==> config.mk <==
export PLATFORM = sky130hd
export DESIGN_NAME = ntm_lstm_cell
export DESIGN_NICKNAME = d
export VERILOG_FILES = /design/src/hdl/ntm_lstm_pkg.sv /design/src/hdl/ntm_cell_update.sv /design/src/hdl/ntm_coef_bank.sv /design/src/hdl/ntm_gate_vector.sv /design/src/hdl/ntm_lstm_cell.sv /design/src/hdl/ntm_lstm_controller.sv
export SDC_FILE = /design/constraint.sdc
export NUM_CORES = 2
export LEC_CHECK = 0
export BUFFER_PORTS_ARGS = -buffer_cell sky130_fd_sc_hd__buf_4
export CAP_MARGIN = 30
export CORE_ASPECT_RATIO = 0.7
export CORE_UTILIZATION = 60
export CTS_CLUSTER_SIZE = 10
export DETAILED_ROUTE_END_ITERATION = 8
export GPL_ROUTABILITY_DRIVEN = 0
export MAX_ROUTING_LAYER = met4
export PLACE_DENSITY = 0.8
export SLEW_MARGIN = 20
export SYNTH_ARGS = -nofsm -noshare
export SYNTH_HDL_FRONTEND = slang
export SYNTH_HIERARCHICAL = 1
export SYNTH_SLANG_ARGS = --single-unit
==> constraint.sdc <==
create_clock -name CLK -period 16.25 [get_ports CLK]
set_input_delay 0 -clock CLK [delete_from_list [all_inputs] [get_ports CLK]]
set_output_delay 0 -clock CLK [all_outputs]
set_load 0.005 [all_outputs]
==> src/hdl/ntm_lstm_pkg.sv <==
// Shared LSTM cell types, imported by the controller and datapath modules
package ntm_lstm_pkg;

  //////////////////////////////
  // Gates
  //////////////////////////////

  // Gate tags, also the coefficient load order
  typedef enum logic [1:0] {
    GATE_A = 2'd0,  // activation, hard tanh
    GATE_I = 2'd1,  // input, hard sigmoid
    GATE_F = 2'd2,  // forget, hard sigmoid
    GATE_O = 2'd3   // output, hard sigmoid
  } gate_e;

  localparam int NUM_GATES = 4;

  //////////////////////////////
  // Controller
  //////////////////////////////

  // Per element: wait, four gate issues plus drain, state step, hidden step
  typedef enum logic [2:0] {
    STARTER      = 3'd0,
    WAIT_ELEMENT = 3'd1,
    GATE_ISSUE   = 3'd2,
    STATE_STEP   = 3'd3,
    HIDDEN_STEP  = 3'd4
  } ctrl_state_e;

endpackage

==> src/hdl/ntm_cell_update.sv <==
// Cell update: collects the four gate results, then new state and hidden value on step pulses
module ntm_cell_update
  import ntm_lstm_pkg::*;
#(
  parameter int DATA_WIDTH = 16,
  parameter int FRAC_BITS  = 8
) (
  input  logic                         CLK,
  input  logic                         RST,
  input  logic                         i_valid,
  input  gate_e                        i_gate_sel,
  input  logic signed [DATA_WIDTH-1:0] i_gate,
  input  logic signed [DATA_WIDTH-1:0] i_s_prev,
  input  logic                         i_state_step,
  input  logic                         i_hidden_step,
  output logic                         o_h_out_enable,
  output logic signed [DATA_WIDTH-1:0] o_h_out,
  output logic signed [DATA_WIDTH-1:0] o_s_out
);

  localparam int PW = 2 * DATA_WIDTH;

  localparam logic signed [DATA_WIDTH-1:0] MAX_Q = {1'b0, {(DATA_WIDTH-1){1'b1}}};
  localparam logic signed [DATA_WIDTH-1:0] MIN_Q = {1'b1, {(DATA_WIDTH-1){1'b0}}};
  localparam logic signed [DATA_WIDTH-1:0] ONE_Q = DATA_WIDTH'(1 << FRAC_BITS);

  logic signed [DATA_WIDTH-1:0] gate_a_q;
  logic signed [DATA_WIDTH-1:0] gate_i_q;
  logic signed [DATA_WIDTH-1:0] gate_f_q;
  logic signed [DATA_WIDTH-1:0] gate_o_q;
  logic signed [DATA_WIDTH-1:0] s_q;
  logic signed [DATA_WIDTH-1:0] h_q;
  logic                         h_en_q;
  logic signed [PW+1:0]         s_sum;
  logic signed [PW+1:0]         h_sum;

  function automatic logic signed [PW-1:0] mul_q(input logic signed [DATA_WIDTH-1:0] a,
                                                 input logic signed [DATA_WIDTH-1:0] b);
    logic signed [PW-1:0] full;
    full = a * b;
    return full >>> FRAC_BITS;
  endfunction

  function automatic logic signed [DATA_WIDTH-1:0] sat_q(input logic signed [PW+1:0] v);
    if (v > MAX_Q) begin
      return MAX_Q;
    end else if (v < MIN_Q) begin
      return MIN_Q;
    end
    return v[DATA_WIDTH-1:0];
  endfunction

  function automatic logic signed [DATA_WIDTH-1:0] tanh_q(input logic signed [DATA_WIDTH-1:0] v);
    if (v > ONE_Q) begin
      return ONE_Q;
    end else if (v < -ONE_Q) begin
      return -ONE_Q;
    end
    return v;
  endfunction

  // Gate results land in the register named by their tag
  always_ff @(posedge CLK) begin
    if (i_valid) begin
      case (i_gate_sel)
        GATE_A: gate_a_q <= i_gate;
        GATE_I: gate_i_q <= i_gate;
        GATE_F: gate_f_q <= i_gate;
        default: gate_o_q <= i_gate;
      endcase
    end
  end

  // s = f*s_prev + i*a, h = o*tanh(s)
  always_comb begin
    s_sum = mul_q(gate_f_q, i_s_prev) + mul_q(gate_i_q, gate_a_q);
    h_sum = mul_q(gate_o_q, tanh_q(s_q));
  end

  always_ff @(posedge CLK or posedge RST) begin
    if (RST) begin
      s_q    <= '0;
      h_q    <= '0;
      h_en_q <= 1'b0;
    end else begin
      h_en_q <= i_hidden_step;
      if (i_state_step) begin
        s_q <= sat_q(s_sum);
      end
      if (i_hidden_step) begin
        h_q <= sat_q(h_sum);
      end
    end
  end

  assign o_s_out        = s_q;
  assign o_h_out        = h_q;
  assign o_h_out_enable = h_en_q;

  // Hidden step must read the state written one cycle earlier
  a_step_order : assert property (@(posedge CLK) disable iff (RST)
    i_state_step |-> !i_hidden_step ##1 i_hidden_step);

endmodule

==> src/hdl/ntm_coef_bank.sv <==
// Gate coefficient store: W, U and B strobes fill gates a, i, f, o in turn, read by gate select
module ntm_coef_bank
  import ntm_lstm_pkg::*;
#(
  parameter int DATA_WIDTH = 16
) (
  input  logic                         CLK,
  input  logic                         RST,
  input  logic                         i_load_allow,
  input  logic                         i_w_in_enable,
  input  logic signed [DATA_WIDTH-1:0] i_w_in,
  input  logic                         i_u_in_enable,
  input  logic signed [DATA_WIDTH-1:0] i_u_in,
  input  logic                         i_b_in_enable,
  input  logic signed [DATA_WIDTH-1:0] i_b_in,
  input  gate_e                        i_gate_sel,
  output logic signed [DATA_WIDTH-1:0] o_w,
  output logic signed [DATA_WIDTH-1:0] o_u,
  output logic signed [DATA_WIDTH-1:0] o_b
);

  // Coefficient kinds, one row each
  localparam int NUM_KINDS = 3;
  localparam int KIND_W    = 0;
  localparam int KIND_U    = 1;
  localparam int KIND_B    = 2;
  localparam int PTR_WIDTH = $clog2(NUM_GATES);

  logic [NUM_KINDS-1:0]         wr_en;
  logic signed [DATA_WIDTH-1:0] wr_data [NUM_KINDS];
  logic [PTR_WIDTH-1:0]         ptr_q [NUM_KINDS];
  logic signed [DATA_WIDTH-1:0] coef_q [NUM_KINDS][NUM_GATES];

  // Strobes only count while the controller is idle
  assign wr_en = {i_b_in_enable, i_u_in_enable, i_w_in_enable} & {NUM_KINDS{i_load_allow}};

  assign wr_data[KIND_W] = i_w_in;
  assign wr_data[KIND_U] = i_u_in;
  assign wr_data[KIND_B] = i_b_in;

  //////////////////////////////
  // Write side
  //////////////////////////////

  always_ff @(posedge CLK or posedge RST) begin
    if (RST) begin
      for (int k = 0; k < NUM_KINDS; k++) begin
        ptr_q[k] <= '0;
        for (int g = 0; g < NUM_GATES; g++) begin
          coef_q[k][g] <= '0;
        end
      end
    end else begin
      for (int k = 0; k < NUM_KINDS; k++) begin
        if (wr_en[k]) begin
          coef_q[k][ptr_q[k]] <= wr_data[k];
          // Wraps back to gate a after gate o
          ptr_q[k]            <= ptr_q[k] + 1'b1;
        end
      end
    end
  end

  // Read side is combinational
  assign o_w = coef_q[KIND_W][i_gate_sel];
  assign o_u = coef_q[KIND_U][i_gate_sel];
  assign o_b = coef_q[KIND_B][i_gate_sel];

  // Loading while a run is active would corrupt the gate in flight
  a_load_only_idle : assert property (@(posedge CLK) disable iff (RST)
    (i_w_in_enable || i_u_in_enable || i_b_in_enable) |-> i_load_allow);

endmodule

==> src/hdl/ntm_gate_vector.sv <==
// Shared gate unit: w*x + u*h + b, then hard tanh (gate a) or hard sigmoid, one register stage
module ntm_gate_vector
  import ntm_lstm_pkg::*;
#(
  parameter int DATA_WIDTH = 16,
  parameter int FRAC_BITS  = 8
) (
  input  logic                         CLK,
  input  logic                         RST,
  input  logic                         i_valid,
  input  gate_e                        i_gate_sel,
  input  logic signed [DATA_WIDTH-1:0] i_x,
  input  logic signed [DATA_WIDTH-1:0] i_h,
  input  logic signed [DATA_WIDTH-1:0] i_w,
  input  logic signed [DATA_WIDTH-1:0] i_u,
  input  logic signed [DATA_WIDTH-1:0] i_b,
  output logic                         o_valid,
  output gate_e                        o_gate_sel,
  output logic signed [DATA_WIDTH-1:0] o_gate
);

  localparam int PW = 2 * DATA_WIDTH;

  localparam logic signed [DATA_WIDTH-1:0] MAX_Q  = {1'b0, {(DATA_WIDTH-1){1'b1}}};
  localparam logic signed [DATA_WIDTH-1:0] MIN_Q  = {1'b1, {(DATA_WIDTH-1){1'b0}}};
  localparam logic signed [DATA_WIDTH-1:0] ONE_Q  = DATA_WIDTH'(1 << FRAC_BITS);
  localparam logic signed [DATA_WIDTH-1:0] HALF_Q = ONE_Q >>> 1;

  logic signed [PW+1:0]         pre_sum;
  logic signed [DATA_WIDTH-1:0] pre_act;
  logic signed [DATA_WIDTH:0]   sig_raw;
  logic signed [DATA_WIDTH-1:0] act;

  //////////////////////////////
  // Fixed-point helpers
  //////////////////////////////

  // Full product, scaled back to the Q format
  function automatic logic signed [PW-1:0] mul_q(input logic signed [DATA_WIDTH-1:0] a,
                                                 input logic signed [DATA_WIDTH-1:0] b);
    logic signed [PW-1:0] full;
    full = a * b;
    return full >>> FRAC_BITS;
  endfunction

  function automatic logic signed [DATA_WIDTH-1:0] sat_q(input logic signed [PW+1:0] v);
    if (v > MAX_Q) begin
      return MAX_Q;
    end else if (v < MIN_Q) begin
      return MIN_Q;
    end
    return v[DATA_WIDTH-1:0];
  endfunction

  //////////////////////////////
  // Pre-activation and activation
  //////////////////////////////

  always_comb begin
    pre_sum = mul_q(i_w, i_x) + mul_q(i_u, i_h) + i_b;
    pre_act = sat_q(pre_sum);
    sig_raw = (pre_act >>> 2) + HALF_Q;
    if (i_gate_sel == GATE_A) begin
      // Hard tanh
      if (pre_act > ONE_Q) begin
        act = ONE_Q;
      end else if (pre_act < -ONE_Q) begin
        act = -ONE_Q;
      end else begin
        act = pre_act;
      end
    end else begin
      // Hard sigmoid, p/4 + 0.5
      if (sig_raw > ONE_Q) begin
        act = ONE_Q;
      end else if (sig_raw < 0) begin
        act = '0;
      end else begin
        act = sig_raw[DATA_WIDTH-1:0];
      end
    end
  end

  always_ff @(posedge CLK or posedge RST) begin
    if (RST) begin
      o_valid <= 1'b0;
    end else begin
      o_valid <= i_valid;
    end
  end

  // Result and tag travel together
  always_ff @(posedge CLK) begin
    o_gate     <= act;
    o_gate_sel <= i_gate_sel;
  end

  a_sigmoid_range : assert property (@(posedge CLK) disable iff (RST)
    (o_valid && o_gate_sel != GATE_A) |-> (o_gate >= 0 && o_gate <= ONE_Q));

endmodule

==> src/hdl/ntm_lstm_cell.sv <==
// Fixed-point LSTM cell top level wiring the controller, coefficient bank, gate unit and cell update
module ntm_lstm_cell
  import ntm_lstm_pkg::*;
#(
  parameter int DATA_WIDTH = 16,
  parameter int FRAC_BITS  = 8,
  parameter int SIZE_WIDTH = 8
) (
  input  logic                         CLK,
  input  logic                         RST,
  input  logic                         i_start,
  input  logic [SIZE_WIDTH-1:0]        i_size_l,
  input  logic                         i_w_in_enable,
  input  logic signed [DATA_WIDTH-1:0] i_w_in,
  input  logic                         i_u_in_enable,
  input  logic signed [DATA_WIDTH-1:0] i_u_in,
  input  logic                         i_b_in_enable,
  input  logic signed [DATA_WIDTH-1:0] i_b_in,
  input  logic                         i_x_in_enable,
  input  logic signed [DATA_WIDTH-1:0] i_x_in,
  input  logic signed [DATA_WIDTH-1:0] i_h_in,
  input  logic signed [DATA_WIDTH-1:0] i_s_in,
  output logic                         o_ready,
  output logic                         o_h_out_enable,
  output logic signed [DATA_WIDTH-1:0] o_h_out,
  output logic signed [DATA_WIDTH-1:0] o_s_out
);

  logic                         load_allow;
  logic                         gate_valid;
  gate_e                        gate_sel;
  logic signed [DATA_WIDTH-1:0] elem_x;
  logic signed [DATA_WIDTH-1:0] elem_h;
  logic signed [DATA_WIDTH-1:0] s_prev;
  logic                         state_step;
  logic                         hidden_step;
  logic signed [DATA_WIDTH-1:0] coef_w;
  logic signed [DATA_WIDTH-1:0] coef_u;
  logic signed [DATA_WIDTH-1:0] coef_b;
  logic                         res_valid;
  gate_e                        res_sel;
  logic signed [DATA_WIDTH-1:0] res_gate;

  //////////////////////////////
  // Control
  //////////////////////////////

  ntm_lstm_controller #(
    .DATA_WIDTH(DATA_WIDTH),
    .SIZE_WIDTH(SIZE_WIDTH)
  ) u_ctrl (
    .CLK(CLK),
    .RST(RST),
    .i_start(i_start),
    .i_size_l(i_size_l),
    .i_x_in_enable(i_x_in_enable),
    .i_x_in(i_x_in),
    .i_h_in(i_h_in),
    .i_s_in(i_s_in),
    .i_h_done(o_h_out_enable),
    .o_load_allow(load_allow),
    .o_gate_valid(gate_valid),
    .o_gate_sel(gate_sel),
    .o_x(elem_x),
    .o_h(elem_h),
    .o_s_prev(s_prev),
    .o_state_step(state_step),
    .o_hidden_step(hidden_step),
    .o_ready(o_ready)
  );

  //////////////////////////////
  // Datapath
  //////////////////////////////

  ntm_coef_bank #(
    .DATA_WIDTH(DATA_WIDTH)
  ) u_coef (
    .CLK(CLK),
    .RST(RST),
    .i_load_allow(load_allow),
    .i_w_in_enable(i_w_in_enable),
    .i_w_in(i_w_in),
    .i_u_in_enable(i_u_in_enable),
    .i_u_in(i_u_in),
    .i_b_in_enable(i_b_in_enable),
    .i_b_in(i_b_in),
    .i_gate_sel(gate_sel),
    .o_w(coef_w),
    .o_u(coef_u),
    .o_b(coef_b)
  );

  ntm_gate_vector #(
    .DATA_WIDTH(DATA_WIDTH),
    .FRAC_BITS(FRAC_BITS)
  ) u_gate (
    .CLK(CLK),
    .RST(RST),
    .i_valid(gate_valid),
    .i_gate_sel(gate_sel),
    .i_x(elem_x),
    .i_h(elem_h),
    .i_w(coef_w),
    .i_u(coef_u),
    .i_b(coef_b),
    .o_valid(res_valid),
    .o_gate_sel(res_sel),
    .o_gate(res_gate)
  );

  ntm_cell_update #(
    .DATA_WIDTH(DATA_WIDTH),
    .FRAC_BITS(FRAC_BITS)
  ) u_update (
    .CLK(CLK),
    .RST(RST),
    .i_valid(res_valid),
    .i_gate_sel(res_sel),
    .i_gate(res_gate),
    .i_s_prev(s_prev),
    .i_state_step(state_step),
    .i_hidden_step(hidden_step),
    .o_h_out_enable(o_h_out_enable),
    .o_h_out(o_h_out),
    .o_s_out(o_s_out)
  );

  // Accepted element gives its output pulse in the cycle after the seventh edge
  a_elem_latency : assert property (@(posedge CLK) disable iff (RST)
    (i_x_in_enable && u_ctrl.state_q == WAIT_ELEMENT) |-> ##8 o_h_out_enable);

endmodule

==> src/hdl/ntm_lstm_controller.sv <==
// LSTM sequencer FSM: latches elements, issues the four gates, state and hidden steps, ready
module ntm_lstm_controller
  import ntm_lstm_pkg::*;
#(
  parameter int DATA_WIDTH = 16,
  parameter int SIZE_WIDTH = 8
) (
  input  logic                         CLK,
  input  logic                         RST,
  input  logic                         i_start,
  input  logic [SIZE_WIDTH-1:0]        i_size_l,
  input  logic                         i_x_in_enable,
  input  logic signed [DATA_WIDTH-1:0] i_x_in,
  input  logic signed [DATA_WIDTH-1:0] i_h_in,
  input  logic signed [DATA_WIDTH-1:0] i_s_in,
  input  logic                         i_h_done,
  output logic                         o_load_allow,
  output logic                         o_gate_valid,
  output gate_e                        o_gate_sel,
  output logic signed [DATA_WIDTH-1:0] o_x,
  output logic signed [DATA_WIDTH-1:0] o_h,
  output logic signed [DATA_WIDTH-1:0] o_s_prev,
  output logic                         o_state_step,
  output logic                         o_hidden_step,
  output logic                         o_ready
);

  // One extra count drains the last gate out of the pipeline
  localparam int GATE_CNT_WIDTH = $clog2(NUM_GATES + 1);

  ctrl_state_e                  state_q;
  logic [GATE_CNT_WIDTH-1:0]    gate_cnt_q;
  logic [SIZE_WIDTH-1:0]        size_q;
  logic [SIZE_WIDTH-1:0]        elem_cnt_q;
  logic                         last_elem;
  logic                         elem_take;
  logic signed [DATA_WIDTH-1:0] x_q;
  logic signed [DATA_WIDTH-1:0] h_q;
  logic signed [DATA_WIDTH-1:0] s_q;

  // elem_cnt_q counts finished elements
  assign last_elem = (elem_cnt_q == size_q - 1'b1);
  assign elem_take = (state_q == WAIT_ELEMENT) && i_x_in_enable;

  //////////////////////////////
  // FSM
  //////////////////////////////

  always_ff @(posedge CLK or posedge RST) begin
    if (RST) begin
      state_q    <= STARTER;
      gate_cnt_q <= '0;
      size_q     <= '0;
      elem_cnt_q <= '0;
    end else begin
      if (i_h_done) begin
        elem_cnt_q <= elem_cnt_q + 1'b1;
      end
      case (state_q)
        STARTER: begin
          if (i_start) begin
            size_q     <= i_size_l;
            elem_cnt_q <= '0;
            state_q    <= WAIT_ELEMENT;
          end
        end
        WAIT_ELEMENT: begin
          if (i_x_in_enable) begin
            gate_cnt_q <= '0;
            state_q    <= GATE_ISSUE;
          end
        end
        GATE_ISSUE: begin
          gate_cnt_q <= gate_cnt_q + 1'b1;
          if (gate_cnt_q == GATE_CNT_WIDTH'(NUM_GATES)) begin
            state_q <= STATE_STEP;
          end
        end
        STATE_STEP: begin
          state_q <= HIDDEN_STEP;
        end
        HIDDEN_STEP: begin
          state_q <= last_elem ? STARTER : WAIT_ELEMENT;
        end
        default: begin
          state_q <= STARTER;
        end
      endcase
    end
  end

  // Element triple, held until the next element is taken
  always_ff @(posedge CLK) begin
    if (elem_take) begin
      x_q <= i_x_in;
      h_q <= i_h_in;
      s_q <= i_s_in;
    end
  end

  //////////////////////////////
  // Outputs
  //////////////////////////////

  assign o_load_allow  = (state_q == STARTER);
  assign o_gate_valid  = (state_q == GATE_ISSUE) && (gate_cnt_q < NUM_GATES);
  assign o_gate_sel    = gate_e'(gate_cnt_q[1:0]);
  assign o_x           = x_q;
  assign o_h           = h_q;
  assign o_s_prev      = s_q;
  assign o_state_step  = (state_q == STATE_STEP);
  assign o_hidden_step = (state_q == HIDDEN_STEP);
  // Ready goes out with the last hidden value
  assign o_ready       = i_h_done && last_elem;

  a_elem_in_wait : assert property (@(posedge CLK) disable iff (RST)
    i_x_in_enable |-> state_q == WAIT_ELEMENT);

  a_start_in_idle : assert property (@(posedge CLK) disable iff (RST)
    i_start |-> state_q == STARTER);

endmodule

* After elaboration in Yosys (flattened, before gate mapping)
Cells that the tools add are included.
** Cells by class
- Add/subtract/negate cells :: 10
- $mul :: 5
- Magnitude comparators :: 20
- Equal/unequal tests :: 11
- Mux-type cells :: 55
- Bitwise logic cells :: 6
- Reductions and logical operators :: 18
** Operators with widths (count)
- 16-bit 2-to-1 mux :: 26
- 64-bit bitwise mux :: 3
- 16-bit by 16-bit multiplier with 32-bit output :: 5
- 16-bit binary-select mux with 2-bit select :: 3
- 16-bit demux with 2-bit select :: 3
- 34-bit by 16-bit greater-than comparator with 1-bit output, second input constant :: 2
- 34-bit by 16-bit < comparator with 1-bit output, second input constant :: 2
- 24-bit by 24-bit adder with 25-bit output :: 2
- 16-bit by 10-bit greater-than comparator with 1-bit output, second input constant :: 2
- 16-bit by 9-bit < comparator with 1-bit output, second input constant :: 2
- 25-bit by 16-bit adder with 26-bit output :: 1
- 24-bit by 16-bit greater-than comparator with 1-bit output, second input constant :: 1
- 24-bit by 16-bit < comparator with 1-bit output, second input constant :: 1
- 8-bit 2-to-1 mux :: 3
- 14-bit by 9-bit adder with 15-bit output, second input constant :: 1
- 15-bit by 10-bit greater-than comparator with 1-bit output, second input constant :: 1
- 15-bit by 1-bit < comparator with 1-bit output, second input constant :: 1
- 3-bit one-hot mux with 5 select lines :: 1
- 3-bit >= comparator, second input constant :: 4
- 3-bit 2-to-1 mux :: 4
- 2-bit NOT with 3-bit output :: 4
- 2-bit AND reduction :: 6
- 1-bit 2-to-1 mux :: 11
- 3-bit by 1-bit < comparator with 1-bit output, second input constant :: 3
- other kinds (22) :: 33
** Storage, ports and cells
- Flip-flop bits (word level) :: 384
- Bits of input ports :: 111
- Word-level logic and storage cells :: 157

* Depth between registers and ports, before layout
- Word-level depth :: 16
- Mapped depth :: 49
- Mapped depth without buffers :: 44

* Hierarchy
The synthesis kept the hierarchy.
** Modules (own cells, without submodules)
- ntm_cell_update :: times used 1, cells each 3666, area an instance 33935.0 um2
- ntm_gate_vector :: times used 1, cells each 2414, area an instance 21790.9 um2
- ntm_coef_bank :: times used 1, cells each 505, area an instance 9097.5 um2
- ntm_lstm_controller :: times used 1, cells each 188, area an instance 2763.9 um2

* Worst setup path after synthesis
OpenSTA, ideal clock, no wires.
- Path kind :: register to register
- From :: register u_ctrl.gate_cnt_q[0]
- To :: register u_gate.o_gate[2]
- Setup time :: 0.101 ns
- Arrival time :: 10.579 ns
- Path slack :: 5.570 ns
- Stages on the path, launching flop included :: 40
- Buffers on the path :: 5
- Clock period less this slack :: 10.680 ns
- Cell sequence :: dfrtp_1 -> buf_4 -> buf_4 -> buf_6 -> mux4_2 -> clkbuf_1 -> nand2_1 -> fa_1 -> fa_1 -> fa_1 -> inv_1 -> fa_1 -> fa_1 -> fa_1 -> ha_1 -> and3_1 -> and3_1 -> a221o_1 -> [4 not listed] -> xnor2_1 -> fa_1 -> inv_1 -> ha_1 -> a21oi_1 -> nand2b_1 -> a21oi_1 -> a21o_1 -> o2111a_2 -> nor4_4 -> nor3b_2 -> and4_2 -> nand2b_1 -> a21oi_1 -> ha_1 -> o311a_1 -> buf_6 -> o41ai_1
** On the way
- Word-level cells in the longest chain between the ends :: 16
- Elaborated cells between the ends (all ways) :: 31
** RTL lines
- start: declaration :: RTL line ntm_lstm_controller.sv:32 : logic [GATE_CNT_WIDTH-1:0] gate_cnt_q;
- start signal: assignment :: RTL line ntm_lstm_controller.sv:74 : gate_cnt_q <= gate_cnt_q + 1'b1;
- 2-bit NOT with 3-bit output (not written as such) * :: RTL line ntm_coef_bank.sv:65 : assign o_w = coef_q[KIND_W][i_gate_sel];
- 16-bit binary-select mux with 2-bit select * :: RTL line ntm_coef_bank.sv:65
- 16-bit 2-to-1 mux (not written as such) * (2 in a row) :: RTL line ntm_coef_bank.sv:65
- net coef_w[12] :: RTL line ntm_lstm_cell.sv:37 : logic signed [DATA_WIDTH-1:0] coef_w;
- 16-bit by 16-bit multiplier with 32-bit output * :: RTL line ntm_gate_vector.sv:42 : full = a * b;
- 24-bit by 24-bit adder with 25-bit output * :: RTL line ntm_gate_vector.sv:60 : pre_sum = mul_q(i_w, i_x) + mul_q(i_u, i_h) + i_b;
- 25-bit by 16-bit adder with 26-bit output * :: RTL line ntm_gate_vector.sv:60
- 34-bit by 16-bit < comparator with 1-bit output :: RTL line ntm_gate_vector.sv:49 : end else if (v < MIN_Q) begin
- 1-bit 2-to-1 mux :: RTL line ntm_gate_vector.sv:49
- 1-bit 2-to-1 mux :: RTL line ntm_gate_vector.sv:47 : if (v > MAX_Q) begin
- 16-bit 2-to-1 mux * :: RTL line ntm_gate_vector.sv:52 : return v[DATA_WIDTH-1:0];
- 14-bit by 9-bit adder with 15-bit output :: RTL line ntm_gate_vector.sv:62 : sig_raw = (pre_act >>> 2) + HALF_Q;
- 15-bit by 1-bit < comparator with 1-bit output :: RTL line ntm_gate_vector.sv:76 : end else if (sig_raw < 0) begin
- 16-bit 2-to-1 mux :: RTL line ntm_gate_vector.sv:76
- 16-bit 2-to-1 mux :: RTL line ntm_gate_vector.sv:74 : if (sig_raw > ONE_Q) begin
- 16-bit 2-to-1 mux * :: RTL line ntm_gate_vector.sv:63 : if (i_gate_sel == GATE_A) begin
- net u_gate.act[2] :: RTL line ntm_gate_vector.sv:32 : logic signed [DATA_WIDTH-1:0] act;
- end signal: assignment :: RTL line ntm_gate_vector.sv:94 : o_gate <= act;
- end: declaration :: RTL line ntm_gate_vector.sv:19 : output logic signed [DATA_WIDTH-1:0] o_gate
Mark *: on every way through the listed nets, which the timed path passes. The rest lies on a longest branch. The select of a mux whose other input is x is not followed.
A chain may end at the register's enable or synchronous reset.

* Worst setup path in the final report
- From :: register u_ctrl.gate_cnt_q[0]
- To :: register u_gate.o_gate[7]
** On the way
- Word-level cells in the longest chain between the ends :: 16
- Elaborated cells between the ends (all ways) :: 31
** RTL lines
- 2-bit NOT with 3-bit output (not written as such) * :: RTL line ntm_coef_bank.sv:66 : assign o_u = coef_q[KIND_U][i_gate_sel];
- 16-bit binary-select mux with 2-bit select * :: RTL line ntm_coef_bank.sv:66
- 16-bit 2-to-1 mux (not written as such) * (2 in a row) :: RTL line ntm_coef_bank.sv:66
- net coef_u[8] :: RTL line ntm_lstm_cell.sv:38 : logic signed [DATA_WIDTH-1:0] coef_u;
- 16-bit by 16-bit multiplier with 32-bit output * :: RTL line ntm_gate_vector.sv:42
- 24-bit by 24-bit adder with 25-bit output * :: RTL line ntm_gate_vector.sv:60
- 25-bit by 16-bit adder with 26-bit output * :: RTL line ntm_gate_vector.sv:60
- 34-bit by 16-bit < comparator with 1-bit output :: RTL line ntm_gate_vector.sv:49
- 1-bit 2-to-1 mux :: RTL line ntm_gate_vector.sv:49
- 1-bit 2-to-1 mux :: RTL line ntm_gate_vector.sv:47
- 16-bit 2-to-1 mux * :: RTL line ntm_gate_vector.sv:52
- 14-bit by 9-bit adder with 15-bit output :: RTL line ntm_gate_vector.sv:62
- 15-bit by 1-bit < comparator with 1-bit output :: RTL line ntm_gate_vector.sv:76
- 16-bit 2-to-1 mux :: RTL line ntm_gate_vector.sv:76
- 16-bit 2-to-1 mux :: RTL line ntm_gate_vector.sv:74
- 16-bit 2-to-1 mux * :: RTL line ntm_gate_vector.sv:63
- net u_gate.act[7] :: RTL line ntm_gate_vector.sv:32
Marked as above.

==> results.cfg <==
[synthesis]
yosys.area.top_type = fa_1
synth_top_area_share_pct = 39.5
ys_types = 108
avgSynthCellArea_um2 = 9.98
ys_top_cells_by_area = fa_1 39%, dfrtp_1 9.4%, inv_1 9.3%
synth_flop_cell = dfrtp_1
syn_inst = 6773
synth_most_common_cell = inv_1
ys_ff_latch = 384
synth_commonest_cells = 1,667 x inv_1, 1,332 x fa_1, 658 x nand2_1, 586 x and2_1, 460 x ha_1
yosysSeqAreaShare_pct = 14.9
ys_warn_count = 6
async_flop_share_pct = 66.1
netlist_area_um2 = 67600
synth_edf_count = 112
syn_nets = 8676

[clocking]
cts_buffer_depth = 3
cts_htree_levels = 2
path_clk_slew_ps = 60
cts_sinks = 384
cts-root-buf = clkbuf_16
clkLatencyLatePin_ps = 640
cts_tree = built
cts_buffers = 49

[cells_and_area]
drive_gt1_share_pct = 8.26
ff_latch_area_um2 = 10100
final_nets = 8788
fillers = 8525
design_area_um2 = 72500
final_cells = 8424
multi_input_area_um2 = 50300
syn_to_final_growth_pct = 7.34

[sta]
max_slew_margin_pct = 41.5
min_period_ps = 12580
rsz0062_at_grt = no
fmax_mhz = 79.5
finalHoldViolations = 0
finalSetupTns_ps = 0
worst_pin_slew_ps = 878
setup_violations = 0
fin_worst_skew_ps = 27.4
finalCritPeriodShare_pct = 77.4
drv_slew = 0

[detailed_routing]
routed_wirelength_um = 159000
drc = 0
drt_first_pass_iters = 6
route.vias.total = 47000
postRouteAntennaNets = 0
drt-wirelength-per-cell_um = 18.9
drt-initial-drc-count = 3468
vias_per_cell = 5.58

[placement]
dp.cells = 8228
port_buffers = 144
placed_cell_area_um2 = 69800
place_hpwl_um = 126000

[critical_path]
endpoint_kind = flop
crit_required_ps = 16750
reg2reg_from = u_ctrl/gate_cnt_q[0]
critPathLaunchType = flop
crit_fanout = 32
slowest_delay_ps = 800
reg2reg_to = u_gate/o_gate[7]
rrSetupSlack_ps = 3670
slowest_stage = mux4_2
arrival_ps = 13080
worst_r2r_path_depth = 43
crit_type = flop to flop
cp_common_cell = fa_1

[flow_run]
max-cap-violations = 0

[die]
io_pins = 145
die_area_um2 = 114000
die_w_um = 403
die_y_um = 283
row_count = 102
core_um2 = 111000
initial_utilization_pct = 60.8

[worst_hold_path]
holdCritPathClass = primary input to flop
hp-start = i_h_in[5]
hold_end = u_ctrl/o_h[5]
hold-path-cell-count = 2

[outcome]
outcome = finished, final reports clean

[global_routing]
grt_usage_pct = 30.1
grt_pass1_wl_um = 264000
grt_pass1_vias = 51000
grt-ovfl-total = 0
grt_max_degree = 119
antenna_found_initial = 3
## sequential cells by signal (all words and copies together), names as in the netlist
register	count
u_update/o_h_out	16
u_gate/o_gate_sel	2
u_update/o_h_out_enable	1
u_update/o_s_out	16
u_gate/o_valid	1
u_ctrl/size_q	8
u_ctrl/o_h	16
u_coef/ptr_q	6
u_ctrl/elem_cnt_q	8
u_update/gate_a_q	16
u_ctrl/o_s_prev	16
u_ctrl/gate_cnt_q	3
u_coef/coef_q	192
u_gate/o_gate	16
u_update/gate_f_q	16
u_ctrl/o_x	16
u_ctrl/state_q	3
u_update/gate_o_q	16
u_update/gate_i_q	16
## critical path: cells and delay by family, from the launching register on
family          cells  cell delay, ps
compound gates     15            3900
xor+xnor            1              90
fa+ha+maj          10            4440
buf+inv             7             950
flops               1             730
mux                 1             800
simple gates        9            1410
## layout make-up
cell class	instances	share of cell area, %
antenna	4	0.0138
clock buffer	67	1.88
clock inverter	11	0.271
inverter	1668	8.64
multi-input combinational	4495	69.3
sequential	384	13.9
tap	1508	2.60
timing repair buffer	287	3.40
## kinds of logic after synthesis
family / after synthesis / share of synthesized area (%)
buffers and inverters: 1894 / 10.8
adder cells (fa/ha/maj): 1792 / 48.0
AND/OR/NAND/NOR: 1764 / 13.4
AO/OA/AOI/OAI: 488 / 5.01
flip-flops: 384 / 14.9
multiplexers: 255 / 5.44
XOR/XNOR: 196 / 2.55
## metal layers
layer  track usage (%)  vias to the layer above  wire [um]
met5                 -                        -          0
met4              7.43                        0       3870
met3              4.81                      273      12400
met2              48.0                     1903      75700
met1              40.6                    24100      67000
li1                  -                    20700          -
## placed cells by master, fill, tap and decap left out, drive strengths merged, types with 44 or more instances in the layout
cell type,count
a21o,59
a21oi,136
o21ai,93
and2,590
nor3,44
mux4,48
xor2,51
ha,460
dlygate4sd3,112
nand2,659
clkbuf,67
buf,175
nor2,204
dfrtp,254
fa,1332
mux2,203
nand3,52
inv,1669
nand2b,58
edfxtp,112
xnor2,145
## through the flow
| step | setup WS (ps) | utilization [%] | hold slack [ps] |
|---|---|---|---|
| 5_1_grt | 3080 | 65.3 | 61.1 |
| 4_1_cts | 3860 | 65.2 | 42.5 |
| 3_5_place_dp | 3900 | 62.8 | -66.0 |
| 3_3_place_gp | 4160 | 62.8 | -65.2 |
| 6_report | 3670 | 65.3 | 81.4 |
| 2_1_floorplan | 5570 | - | -271 |
## repair_timing
item                      in CTS  in global routing
resized for setup              0                  0
hold buffers                 111                  1
hold endpoints to repair     431                  6
buffers inserted               0                  0
## how the worst max path moves through the flow
stage / from / end / slack [ps] / cells past startpoint
after CTS: u_ctrl/gate_cnt_q[0] / u_gate/o_gate[7] / 3860 / 40
after floorplan: u_ctrl/gate_cnt_q[0] / u_gate/o_gate[2] / 5570 / 39
after global routing: u_ctrl/gate_cnt_q[0] / u_gate/o_gate[7] / 3080 / 43
after detailed placement: u_ctrl/gate_cnt_q[0] / u_gate/o_gate[7] / 3900 / 40
final: u_ctrl/gate_cnt_q[0] / u_gate/o_gate[7] / 3670 / 43
after global placement: u_ctrl/gate_cnt_q[0] / u_gate/o_gate[2] / 4160 / 40
Power is left out: the tool's default activity adds up to more than one toggle a clock period on the data nets, which glitch-free logic cannot reach.
